**src/dv/imem.hex**
```
// One 16-bit instruction word per line, opcode in bits 15:11
// Word index order from address 0
C105 // LBI r1
4141 // ADDI r2 = r1, reader right after writer
C310 // LBI r3
0800
4382 // ADDI r4 = r3, two after
C507 // LBI r5
0800
0800
DD18 // ALU r6 = r5, three after
2004 // J +4
F800
F800
3002 // JAL +2
F800
1000 // Illegal opcode
87C0 // ST reads r7 and r6
6204 // BEQZ r2
2900 // JR r1
8C20 // LD r1
4941 // SUBI r2 = r1
0800
0000 // HALT

```
**src/rtl/fetchPkg.sv**
```systemverilog
// Front-end package with widths, opcodes, decode enums, control and issue record types
package fetchPkg;

   localparam int pcWidth   = 16;  // PC and instruction word width
   localparam int regAddrW  = 3;   // Register file index
   localparam int imemDepth = 256;
   localparam int imemAddrW = $clog2(imemDepth);  // ROM index taken from pc[8:1]
   localparam int sbDepth   = 3;   // Issued instructions tracked for RAW

   localparam logic [pcWidth-1:0] nopWord = 16'h0800;

   // Immediate formats seen by execute
   localparam logic [2:0] imm5Sext  = 3'd0;
   localparam logic [2:0] imm8Sext  = 3'd2;
   localparam logic [2:0] imm11Sext = 3'd4;

   typedef enum logic [4:0] {
      opHalt = 5'b00000,
      opNop  = 5'b00001,
      opJ    = 5'b00100,
      opJr   = 5'b00101,
      opJal  = 5'b00110,
      opAddi = 5'b01000,
      opSubi = 5'b01001,
      opBeqz = 5'b01100,
      opSt   = 5'b10000,
      opLd   = 5'b10001,
      opLbi  = 5'b11000,
      opAlu  = 5'b11011
   } opcodeE;

   // Which instruction field names the written register
   typedef enum logic [1:0] {
      dstRs  = 2'b00,  // bits 10:8
      dstRdR = 2'b01,  // bits 4:2
      dstR7  = 2'b10,
      dstRdI = 2'b11   // bits 7:5
   } destSelE;

   typedef struct packed {
      logic       regWrite;
      destSelE    destSel;
      logic       memEnable;
      logic       memWr;
      logic       val2Reg;   // Writeback takes memory data
      logic       aluSel;    // Second ALU operand is the immediate
      logic [2:0] immSel;
      logic       halt;
      logic       link;
      logic       lbi;
      logic       regJmp;
      logic       bFlag;
      logic       jFlag;
      logic       ctrlErr;
      logic       validRs;   // Opcode reads bits 10:8
      logic       validRt;   // Opcode reads bits 7:5
   } ctrlT;

   typedef struct packed {
      logic                valid;
      logic [pcWidth-1:0]  pc;
      logic [pcWidth-1:0]  instr;
      logic [regAddrW-1:0] writeRegAddr;
      ctrlT                ctrl;
   } issueT;

endpackage

```
**src/rtl/progCounter.sv**
```systemverilog
// Program counter register and next-address priority mux
`timescale 1ns/10ps

module progCounter (
   input  logic                          clk,
   input  logic                          rstN,
   input  logic                          stall,
   input  logic                          halted,
   input  logic                          pcSel,
   input  logic                          jump,
   input  logic [fetchPkg::pcWidth-1:0]  brnchAddr,
   input  logic [fetchPkg::pcWidth-1:0]  jumpTarget,
   output logic [fetchPkg::pcWidth-1:0]  pc
);

   logic [fetchPkg::pcWidth-1:0] pcNext;
   logic [fetchPkg::pcWidth-1:0] pcInc;

   assign pcInc = pc + 16'd2;

   // Downstream redirect wins over everything, even a halt
   always_comb begin
      if (pcSel) begin
         pcNext = brnchAddr;
      end
      else if (halted || stall) begin
         pcNext = pc;        // Hold on hazard or after HALT
      end
      else if (jump) begin
         pcNext = jumpTarget;
      end
      else begin
         pcNext = pcInc;
      end
   end

   always_ff @(posedge clk) begin
      if (!rstN) begin
         pc <= '0;
      end
      else begin
         pc <= pcNext;
      end
   end

endmodule

```
**src/rtl/instrMem.sv**
```systemverilog
// Word-addressed instruction ROM with combinational read
`timescale 1ns/10ps

module instrMem (
   input  logic [fetchPkg::pcWidth-1:0] addr,
   output logic [fetchPkg::pcWidth-1:0] data
);

   logic [fetchPkg::pcWidth-1:0] rom [fetchPkg::imemDepth];

   // Words past the end of the program fetch as NOP
   initial begin
      for (int i = 0; i < fetchPkg::imemDepth; i++) begin
         rom[i] = fetchPkg::nopWord;
      end
      $readmemh("/design/src/dv/imem.hex", rom);
   end

   // Byte address, so bit 0 is dropped
   assign data = rom[addr[fetchPkg::imemAddrW:1]];

endmodule

```
**src/rtl/ctrlDecoder.sv**
```systemverilog
// Opcode to control-set decoder
`timescale 1ns/10ps

module ctrlDecoder (
   input  fetchPkg::opcodeE opcode,
   output fetchPkg::ctrlT   ctrl
);

   always_comb begin
      ctrl = '0;
      case (opcode)
         fetchPkg::opHalt: begin
            ctrl.halt = 1'b1;
         end
         fetchPkg::opNop: begin
            ctrl = '0;          // Bubble, nothing set
         end
         fetchPkg::opJ: begin
            ctrl.jFlag  = 1'b1;
            ctrl.immSel = fetchPkg::imm11Sext;
         end
         fetchPkg::opJr: begin
            ctrl.jFlag   = 1'b1;
            ctrl.regJmp  = 1'b1;   // Target from Rs, resolved downstream
            ctrl.immSel  = fetchPkg::imm8Sext;
            ctrl.validRs = 1'b1;
         end
         fetchPkg::opJal: begin
            ctrl.regWrite = 1'b1;
            ctrl.destSel  = fetchPkg::dstR7;
            ctrl.link     = 1'b1;
            ctrl.jFlag    = 1'b1;
            ctrl.immSel   = fetchPkg::imm11Sext;
         end
         fetchPkg::opAddi, fetchPkg::opSubi: begin
            ctrl.regWrite = 1'b1;
            ctrl.destSel  = fetchPkg::dstRdI;
            ctrl.aluSel   = 1'b1;
            ctrl.immSel   = fetchPkg::imm5Sext;
            ctrl.validRs  = 1'b1;
         end
         fetchPkg::opBeqz: begin
            ctrl.bFlag   = 1'b1;
            ctrl.immSel  = fetchPkg::imm8Sext;
            ctrl.validRs = 1'b1;
         end
         fetchPkg::opSt: begin
            ctrl.memEnable = 1'b1;
            ctrl.memWr     = 1'b1;
            ctrl.aluSel    = 1'b1;
            ctrl.immSel    = fetchPkg::imm5Sext;
            ctrl.validRs   = 1'b1;   // Base address
            ctrl.validRt   = 1'b1;   // Store data
         end
         fetchPkg::opLd: begin
            ctrl.regWrite  = 1'b1;
            ctrl.destSel   = fetchPkg::dstRdI;
            ctrl.memEnable = 1'b1;
            ctrl.val2Reg   = 1'b1;
            ctrl.aluSel    = 1'b1;
            ctrl.immSel    = fetchPkg::imm5Sext;
            ctrl.validRs   = 1'b1;
         end
         fetchPkg::opLbi: begin
            ctrl.regWrite = 1'b1;
            ctrl.destSel  = fetchPkg::dstRs;  // LBI writes the Rs field
            ctrl.lbi      = 1'b1;
            ctrl.immSel   = fetchPkg::imm8Sext;
         end
         fetchPkg::opAlu: begin
            ctrl.regWrite = 1'b1;
            ctrl.destSel  = fetchPkg::dstRdR;
            ctrl.validRs  = 1'b1;
            ctrl.validRt  = 1'b1;
         end
         default: begin
            // Unknown opcode flags an error and nothing else
            ctrl         = '0;
            ctrl.ctrlErr = 1'b1;
         end
      endcase
   end

endmodule

```
**src/rtl/hazardUnit.sv**
```systemverilog
// Destination scoreboard over the last three issues and RAW stall detect
`timescale 1ns/10ps

module hazardUnit (
   input  logic                           clk,
   input  logic                           rstN,
   input  logic [fetchPkg::regAddrW-1:0]  rsAddr,
   input  logic [fetchPkg::regAddrW-1:0]  rtAddr,
   input  logic                           validRs,
   input  logic                           validRt,
   input  logic                           regWrite,
   input  logic                           halted,
   input  logic [fetchPkg::regAddrW-1:0]  destAddr,
   output logic                           stall
);

   typedef struct packed {
      logic                          valid;
      logic [fetchPkg::regAddrW-1:0] addr;
   } sbEntryT;

   // Entry 0 is the most recent issue
   sbEntryT [fetchPkg::sbDepth-1:0] sb;
   sbEntryT                         sbIn;

   logic rsHit;
   logic rtHit;

   always_comb begin
      rsHit = 1'b0;
      rtHit = 1'b0;
      for (int i = 0; i < fetchPkg::sbDepth; i++) begin
         rsHit = rsHit | (sb[i].valid && (sb[i].addr == rsAddr));
         rtHit = rtHit | (sb[i].valid && (sb[i].addr == rtAddr));
      end
   end

   // Only sources the opcode really reads can stall
   assign stall = (validRs && rsHit) || (validRt && rtHit);

   // A stalled or halted slot issues a NOP, so it enters as a bubble
   always_comb begin
      sbIn.valid = regWrite && !stall && !halted;
      sbIn.addr  = destAddr;
   end

   always_ff @(posedge clk) begin
      if (!rstN) begin
         sb <= '0;
      end
      else begin
         sb <= {sb[fetchPkg::sbDepth-2:0], sbIn};  // Shift every cycle
      end
   end

endmodule

```
**src/rtl/fetchStage.sv**
```systemverilog
// Fetch-and-issue top with jump adder, halt flag and issue register
`timescale 1ns/10ps

module fetchStage (
   input  logic                          clk,
   input  logic                          rstN,
   input  logic                          pcSel,
   input  logic [fetchPkg::pcWidth-1:0]  brnchAddr,
   output fetchPkg::issueT               issue,
   output logic [fetchPkg::pcWidth-1:0]  pc
);

   logic [fetchPkg::pcWidth-1:0]  fetchWord;
   logic [fetchPkg::pcWidth-1:0]  issueWord;
   logic [fetchPkg::pcWidth-1:0]  jumpTarget;
   logic [fetchPkg::regAddrW-1:0] fetchDest;
   logic [fetchPkg::regAddrW-1:0] issueDest;
   fetchPkg::opcodeE              fetchOp;
   fetchPkg::ctrlT                fetchCtrl;
   fetchPkg::ctrlT                issueCtrl;
   fetchPkg::issueT               issueNext;
   logic                          stall;
   logic                          halted;
   logic                          useNop;
   logic                          jumpReq;

   function automatic logic [fetchPkg::regAddrW-1:0] pickDest(
      input logic [fetchPkg::pcWidth-1:0] word,
      input fetchPkg::destSelE            sel
   );
      case (sel)
         fetchPkg::dstRs:  pickDest = word[10:8];
         fetchPkg::dstRdR: pickDest = word[4:2];
         fetchPkg::dstR7:  pickDest = 3'd7;
         default:          pickDest = word[7:5];  // Rd of I-format
      endcase
   endfunction

   progCounter progCounter_i (
      .clk(clk), .rstN(rstN), .stall(stall), .halted(halted),
      .pcSel(pcSel), .jump(jumpReq), .brnchAddr(brnchAddr),
      .jumpTarget(jumpTarget), .pc(pc)
   );

   instrMem instrMem_i (.addr(pc), .data(fetchWord));

   assign fetchOp = fetchPkg::opcodeE'(fetchWord[15:11]);

   ctrlDecoder fetchDecoder_i (.opcode(fetchOp), .ctrl(fetchCtrl));

   assign fetchDest = pickDest(fetchWord, fetchCtrl.destSel);

   hazardUnit hazardUnit_i (
      .clk(clk), .rstN(rstN),
      .rsAddr(fetchWord[10:8]), .rtAddr(fetchWord[7:5]),
      .validRs(fetchCtrl.validRs), .validRt(fetchCtrl.validRt),
      .regWrite(fetchCtrl.regWrite), .halted(halted),
      .destAddr(fetchDest), .stall(stall)
   );

   // Direct jumps resolve here, pc + 2 + sext(disp11)
   assign jumpTarget = pc + 16'd2 + {{5{fetchWord[10]}}, fetchWord[10:0]};
   assign jumpReq    = ((fetchOp == fetchPkg::opJ) || (fetchOp == fetchPkg::opJal)) && !stall;

   assign useNop    = stall || halted;
   assign issueWord = useNop ? fetchPkg::nopWord : fetchWord;

   ctrlDecoder issueDecoder_i (
      .opcode(fetchPkg::opcodeE'(issueWord[15:11])),
      .ctrl(issueCtrl)
   );

   assign issueDest = pickDest(issueWord, issueCtrl.destSel);

   always_comb begin
      issueNext.valid        = !useNop;
      issueNext.pc           = pc;
      issueNext.instr        = issueWord;
      issueNext.writeRegAddr = issueDest;
      issueNext.ctrl         = issueCtrl;
   end

   always_ff @(posedge clk) begin
      if (!rstN) begin
         halted <= 1'b0;
      end
      else if (fetchCtrl.halt && !useNop) begin
         halted <= 1'b1;   // Sticky until reset
      end
   end

   always_ff @(posedge clk) begin
      if (!rstN) begin
         issue       <= '0;
         issue.instr <= fetchPkg::nopWord;
      end
      else begin
         issue <= issueNext;
      end
   end

endmodule

```
**config.mk**
```make
export PLATFORM = sky130hd
export DESIGN_NAME = fetchStage
export DESIGN_NICKNAME = d
export VERILOG_FILES = /design/src/rtl/fetchPkg.sv /design/src/rtl/progCounter.sv /design/src/rtl/instrMem.sv /design/src/rtl/ctrlDecoder.sv /design/src/rtl/hazardUnit.sv /design/src/rtl/fetchStage.sv
export SDC_FILE = /design/constraint.sdc
export NUM_CORES = 1
export LEC_CHECK = 0
export BUFFER_PORTS_ARGS = -buffer_cell sky130_fd_sc_hd__buf_2
export CORE_ASPECT_RATIO = 0.9
export CORE_MARGIN = 4
export CORE_UTILIZATION = 40
export CTS_BUF_LIST = sky130_fd_sc_hd__clkbuf_8
export CTS_CLUSTER_DIAMETER = 100
export CTS_CLUSTER_SIZE = 10
export DETAILED_ROUTE_END_ITERATION = 8
export GPL_ROUTABILITY_DRIVEN = 0
export PLACE_DENSITY = 0.83
export SYNTH_ARGS = -nofsm -noshare
export SYNTH_HDL_FRONTEND = slang
export SYNTH_SLANG_ARGS = --single-unit
```
**constraint.sdc**
```tcl
create_clock -name clk -period 1.3 [get_ports clk]
set_input_delay 0.065 -clock clk [delete_from_list [all_inputs] [get_ports clk]]
set_output_delay 0.065 -clock clk [all_outputs]
set_load 0.01 [all_outputs]
```
==> run summary, run 1 <==
Status -> finished, violations left
Failing checks -> setup timing
Synth cell count leaders -> 38 x buf_4, 33 x dfxtp_1, 20 x and2_1, 13 x o21ai_0, 10 x xnor2_1
Hold Path Class -> primary input to register
Max Root-Sink Buffers -> 2
CP arrival -> 1.46 ns
# DRC -> 0
Routed len/inst -> 10.6 µm
Setup ws final -> -0.0165 ns
Gr usage total -> 12.3%
First DRT Iteration DRCs -> 79
Post-synth EDFFs -> 0
Hold Path Origin -> brnchAddr[0]
Max Fclk -> 760 MHz
CP Class -> register to register
Number of iterations in the first detailed-routing pass -> 4
Vias in the first global route -> 985
Period utilisation layout -> 101%
Final wirelength -> 2.97 mm
Die H -> 67.0 µm
Clock Skews -> 0.000974 ns
Clock latency on the worst-skew pair -> 0.28 ns
R2R Setup Slk -> -0.02 ns
Post-DRT Antenna Nets -> 0
Num rows -> 21
Pin count of the biggest net entering global routing -> 34
Top post-synthesis cells by area -> dfxtp_1 43%, buf_4 18%, and2_1 8.1%
Worst R2R End -> progCounter_i.pc[15]
Synth Warn # -> 0
#FFs+latches synth -> 33
Cell taking the most area after synthesis -> dfxtp_1
Post-synth top area share -> 42.6%
Max VDD drop -> 0.421 mV
Final setup violation count -> 1
FF-to-FF Start -> progCounter_i.pc[11]
Post-DP HPWL -> 2.28 mm
Grt total ovfl -> 0
I/O Buffers -> 51
Fraction of layout cells with a size suffix above 1 -> 35.2%
Post-layout net count -> 252
Seq/Total Area, Yosys -> 42.6%
Syn avg cell area -> 9.28 µm²
Unrepaired setup endpoints after global routing -> true
Global-route wire length before repair -> 4.59 mm
TritonCTS clock tree -> yes
Via/cell ratio -> 4.15
Ant. Diodes -> 0
PD cells -> 1140 mW/mm²
Slew Limit Fails -> 0
Root buf cell -> clkbuf_8
Area growth from synthesis to layout -> 22.8%
Area of the core -> 0.00373 mm²
Synth cell types -> 24
Initial Utilization -> 41.5%
Sum Neg Setup Slack -> -0.0165 ns
Hold Vio Cnt, Final -> 0
Clk slew on worst S/H paths -> 0.06 ns
Primary FF master, synth -> dfxtp_1
Max Cap Viol -> 0
Critical Path RT -> 1.45 ns
Mapped Area -> 0.00155 mm²
Hold Path Stages -> 3
Cells after Synth -> 167
Die width -> 73.6 µm
Antenna violations before repair -> 0
Total number of vias -> 1157
Die area -> 0.00493 mm²
H-tree levels -> 2
Total Power -> 0.00216 W
Setup crit end kind -> register
Reg2reg path depth -> 5
Most common cell in the netlist -> buf_4
Crit Path Max Fanout -> 2
Startpoint class of the critical path -> register
Post-synth ARST share -> 0%
Min cycle time layout -> 1.32 ns
Pleak -> 0.948 nW
TritonCTS Buffers -> 5
WHS Endpoint -> progCounter_i.pc[0]
Num ports -> 90
# clock sinks -> 33
## how the worst max path moves through the flow
stage | slack [ns] | endpoint | start
3_5_place_dp | 0.01 | progCounter_i.pc[15] | progCounter_i.pc[1]
2_1_floorplan | 0.005 | progCounter_i.pc[15] | progCounter_i.pc[1]
3_3_place_gp | 0.03 | progCounter_i.pc[15] | progCounter_i.pc[1]
4_1_cts | 0.02 | progCounter_i.pc[15] | progCounter_i.pc[10]
6_report | -0.02 | progCounter_i.pc[15] | progCounter_i.pc[11]
5_1_grt | -0.09 | progCounter_i.pc[15] | progCounter_i.pc[11]
## layout make-up
class | count | area, µm²
Clock inverter | 3 | 13.8
Fill cell | 373 | 1830
Sequential cell | 33 | 667
Inverter | 3 | 11.3
Clock buffer | 5 | 68.8
Multi-Input combinational cell | 124 | 723
Timing Repair Buffer | 65 | 360
Tap cell | 46 | 57.6
## per-layer routing
metal | GRT usage (%) | vias to the layer above | wire [µm]
li1 | - | 598 | -
met1 | 15.0 | 490 | 1250
met2 | 18.1 | 63 | 1280
met3 | 5.73 | 6 | 389
met4 | 5.43 | 0 | 55
met5 | 0 | - | 0
## where the power goes
group | switching (W) | internal [W] | leakage (nW) | total (W)
clock network | 0.000358 | 0.000362 | 0.0491 | 0.000721
logic | 0.000194 | 0.000142 | 0.625 | 0.000337
registers | 0.0000347 | 0.00107 | 0.274 | 0.00111
total | 0.000587 | 0.00158 | 0.948 | 0.00216
## what timing repair did
action                                  CTS  global route
pin swaps                                 0             4
endpoints found under the setup margin    1             6
hold buffers                              0             0
resized for setup                         1             1
setup buffers                             0             1
## critical path, stage by stage (launching register included)
cell     delay, ns
dfxtp_1       0.35
nand4_1       0.15
buf_4         0.18
nor4_4        0.27
xnor2_1       0.15
a21oi_1       0.08
## registers in the layout, indices dropped and copies added, names as in the netlist
name              flops
progCounter_i.pc     16
issue                17
## metrics by stage
stage | cells | utilization, % | area [µm²] | hold slack (ns) | setup slack (ns)
after CTS | 278 | 50.7 | 1890 | 0.0323 | 0.0197
after detailed placement | 270 | 48.3 | 1800 | 0.337 | 0.0105
after global placement | 270 | 48.3 | 1800 | 0.324 | 0.0285
after global routing | 279 | 51.0 | 1900 | 0.0305 | -0.0851
final | 279 | 51.0 | 1900 | 0.0375 | -0.0165
after floorplan | 203 | - | 1700 | 0.0927 | 0.00526
## kinds of logic after synthesis
family,count (synthesis),share of synthesized area (%)
other,2,0.485
buffers and inverters,46,20.4
adders and majority gates,1,0.808
AOI/OAI and AO/OA,23,7.75
xor gates and xnor gates,13,7.35
and+or+nand+nor,47,19.3
DFF,33,42.6
muxes,2,1.29
## cells in the final DEF, fill, tap and decap left out, drive strengths merged
cell type,instances
buf,65
conb,38
dfxtp,33
and2,20
o21ai,13
xnor2,10
a21oi,9
nand2,8
clkbuf,5
inv,4
nor3,4
nand4,4
xor2,3
nand3,3
nor2,2
mux2i,2
nor2b,2
clkinv,2
nor4,2
and4,1
nand2b,1
o211a,1
ha,1
(Power assumes the default switching activity.)
==> run 2: changes to the inputs <==
CORE_UTILIZATION = 53   (was 40)
PLACE_DENSITY = 0.85   (was 0.83)
SYNTH_HIERARCHICAL = 1   (was unset)
==> run 2 against run 1 <==
The run still ends with setup timing left. Utilization up 15 points. Global-route usage grew 12 points. Die area up 120%. Sequential share of layout area is 6.7 points lower. Cell count rose to 2.8 times the previous value. Sequential power rose to 2.5 times the previous value. Synthesized cell count grew to 3.3 times the previous value. Clock power increased to 3.0 times the previous value. Non-clock buffer count grew 66. Critical endpoint is now progCounter_i/pc[10]. Highest routed layer unchanged.
==> run summary, run 2 <==
Clock share of power -> 33.2% (was 33.3%)
# clock sinks -> 84 (was 33)
Cell family with most CP delay -> simple AND/OR/NAND/NOR gates (unchanged)
Antenna violations before repair -> 0 (unchanged)
Clk slew on worst S/H paths -> 0.09 ns (was 0.06 ns)
Vias in the first global route -> 4430 (was 985)
Status -> finished, violations left (unchanged)
Max VDD drop -> 0.549 mV (was 0.421 mV)
Largest stage delay on the critical path -> 0.36 ns (was 0.35 ns)
Num rows -> 33 (was 21)
Pin count of the biggest net entering global routing -> 47 (was 34)
Sequential power share -> 43.2% (was 51.1%)
Hold Path Class -> primary input to register (unchanged)
Global-route wire length before repair -> 21.2 mm (was 4.59 mm)
Crit Path Max Fanout -> 4 (was 2)
Routed len/inst -> 17.2 µm (was 10.6 µm)
Synth Warn # -> 6 (was 0)
Clock Skews -> 0.00658 ns (was 0.000974 ns)
Post-route insts no fill -> 791 (was 279)
Startpoint class of the critical path -> register (unchanged)
First DRT Iteration DRCs -> 587 (was 79)
Post-DP HPWL -> 9.40 mm (was 2.28 mm)
Setup ws final -> -0.148 ns (was -0.0165 ns)
Logic pwr share -> 23.6% (was 15.6%)
Critical Path RT -> 1.60 ns (was 1.45 ns)
Cell-internal power -> 0.00448 W (was 0.00158 W)
Max reg flops -> 55 (was 17)
Mapped Area -> 0.00491 mm² (was 0.00155 mm²)
TritonCTS clock tree -> yes (unchanged)
Grt total ovfl -> 0 (unchanged)
# DRC -> 0 (unchanged)
Final setup violation count -> 10 (was 1)
CP Class -> register to register (unchanged)
Num ports -> 90 (unchanged)
Min cycle time layout -> 1.45 ns (was 1.32 ns)
Die area -> 0.0109 mm² (was 0.00493 mm²)
Unrepaired setup endpoints after global routing -> true (unchanged)
Setup crit end kind -> register (unchanged)
Clock latency on the worst-skew pair -> 0.36 ns (was 0.28 ns)
Die H -> 99.3 µm (was 67.0 µm)
Least-Margin Pin Slew -> 0.807 ns
Sum Neg Setup Slack -> -0.865 ns (was -0.0165 ns)
Post-layout net count -> 714 (was 252)
Sw Pwr -> 0.00197 W (was 0.000587 W)
Biggest registers after layout -> issue x55, progCounter_i/pc x16, hazardUnit_i/sb x12 (was issue x17, progCounter_i.pc x16)
Final wirelength -> 13.6 mm (was 2.97 mm)
Area of the core -> 0.00908 mm² (was 0.00373 mm²)
Die width -> 109 µm (was 73.6 µm)
Gr usage total -> 24.4% (was 12.3%)
CP arrival -> 1.75 ns (was 1.46 ns)
I/O Buffers -> 89 (was 51)
Root buf cell -> clkbuf_8 (unchanged)
Max Fclk -> 691 MHz (was 760 MHz)
Syn avg cell area -> 8.79 µm² (was 9.28 µm²)
Sw frac -> 30.6% (was 27.1%)
Worst path buffer plus inverter count -> 1 (unchanged)
Post-DRT Antenna Nets -> 0 (unchanged)
Initial Utilization -> 54.1% (was 41.5%)
Post-Place Cells -> 768 (was 270)
Slew HR -> 46.1%
Most flops, register -> issue (unchanged)
Failing checks -> setup timing (unchanged)
Via/cell ratio -> 5.89 (was 4.15)
Hold Worst Slack -> 0.00836 ns (was 0.0375 ns)
Most common cell after layout, fill and taps aside -> buf_2 (unchanged)
Cells after Synth -> 559 (was 167)
H-tree levels -> 3 (was 2)
Hold Vio Cnt, Final -> 0 (unchanged)
Area growth from synthesis to layout -> 21.3% (was 22.8%)
Cells along the critical path -> nand4_1 -> or2_1 -> buf_6 -> o22ai_2 -> o221a_1 (was nand4_1 -> buf_4 -> nor4_4 -> xnor2_1 -> a21oi_1)
Total number of vias -> 4661 (was 1157)
Period utilisation layout -> 111% (was 101%)
Max Root-Sink Buffers -> 2 (unchanged)
Number of iterations in the first detailed-routing pass -> 6 (was 4)
Worst path slowest cell -> dfxtp_2 (was dfxtp_1)
Pleak -> 2.74 nW (was 0.948 nW)
Final core occ -> 65.6% (was 51.0%)
TritonCTS Buffers -> 9 (was 5)
PD cells -> 1080 mW/mm² (was 1140 mW/mm²)
Slew Limit Fails -> 0 (unchanged)
Max Cap Viol -> 0 (unchanged)
Fraction of layout cells with a size suffix above 1 -> 28.1% (was 35.2%)
Most frequent cells in the layout -> 89 x buf_2, 76 x dfxtp_1, 54 x and2_1 (was 51 x buf_2, 38 x conb_1, 28 x dfxtp_1)
Ant. Diodes -> 0 (unchanged)
## run 2: tightest hold or removal path, delay by kind of cell
family | cells | cell delay, ns
buf+inv | 1 | 0.10
compound gates | 1 | 0.09
simple gates | 1 | 0.07
## run 2: worst paths after layout
kind	from	to	slack [ns]	cells past startpoint
setup / recovery	progCounter_i/pc[4]	progCounter_i/pc[10]	-0.15	5
hold / removal	brnchAddr[3]	progCounter_i/pc[3]	0.008	3
setup reg to reg	progCounter_i/pc[4]	progCounter_i/pc[10]	-0.15	5
hold reg to reg	hazardUnit_i/sb[7]	hazardUnit_i/sb[11]	0.51	1
## run 2: layer usage
metal	share of wire, %	GRT usage, %
met3	8.1	3.70
met2	48	40.8
met5	0	0
met4	3.6	11.2
met1	41	30.8
## run 2: timing repair
item | CTS | global route
endpoints found under the hold margin | 3 | 0
setup buffers | 3 | 1
hold buffers | 3 | 0
pin swaps | 8 | 3
cloned | 0 | 0
setup endpoints to repair | 8 | 12
resized for setup | 11 | 12
## run 2: area by class of cell
class                   count  area (µm²)
fillers                   676        3130
well taps                 122         153
clock inverters             7         105
multi-input cells         422        3050
inverters                  16        60.1
repair buffers            131         776
flip-flops and latches     84        1690
clock buffers               9         124
## run 2: stage by stage
stage	setup slack [ns]	power (W)	instance area, µm²
3_3_place_gp	-0.0396	0.00417	5570
2_1_floorplan	-0.0875	0.00387	5000
6_report	-0.148	0.00646	5960
5_1_grt	-0.141	0.00671	5960
4_1_cts	-0.0557	0.00633	5900
3_5_place_dp	-0.0920	0.00421	5570
## run 2: power by group through the flow
stage,Sequential (W),Clock [W],Combinational (W)
final,0.00279,0.00215,0.00152
after global routing,0.00280,0.00226,0.00165
after CTS,0.00279,0.00215,0.00139
after detailed placement,0.00285,0,0.00137
after global placement,0.00284,0,0.00133
after floorplan,0.00292,0,0.000948
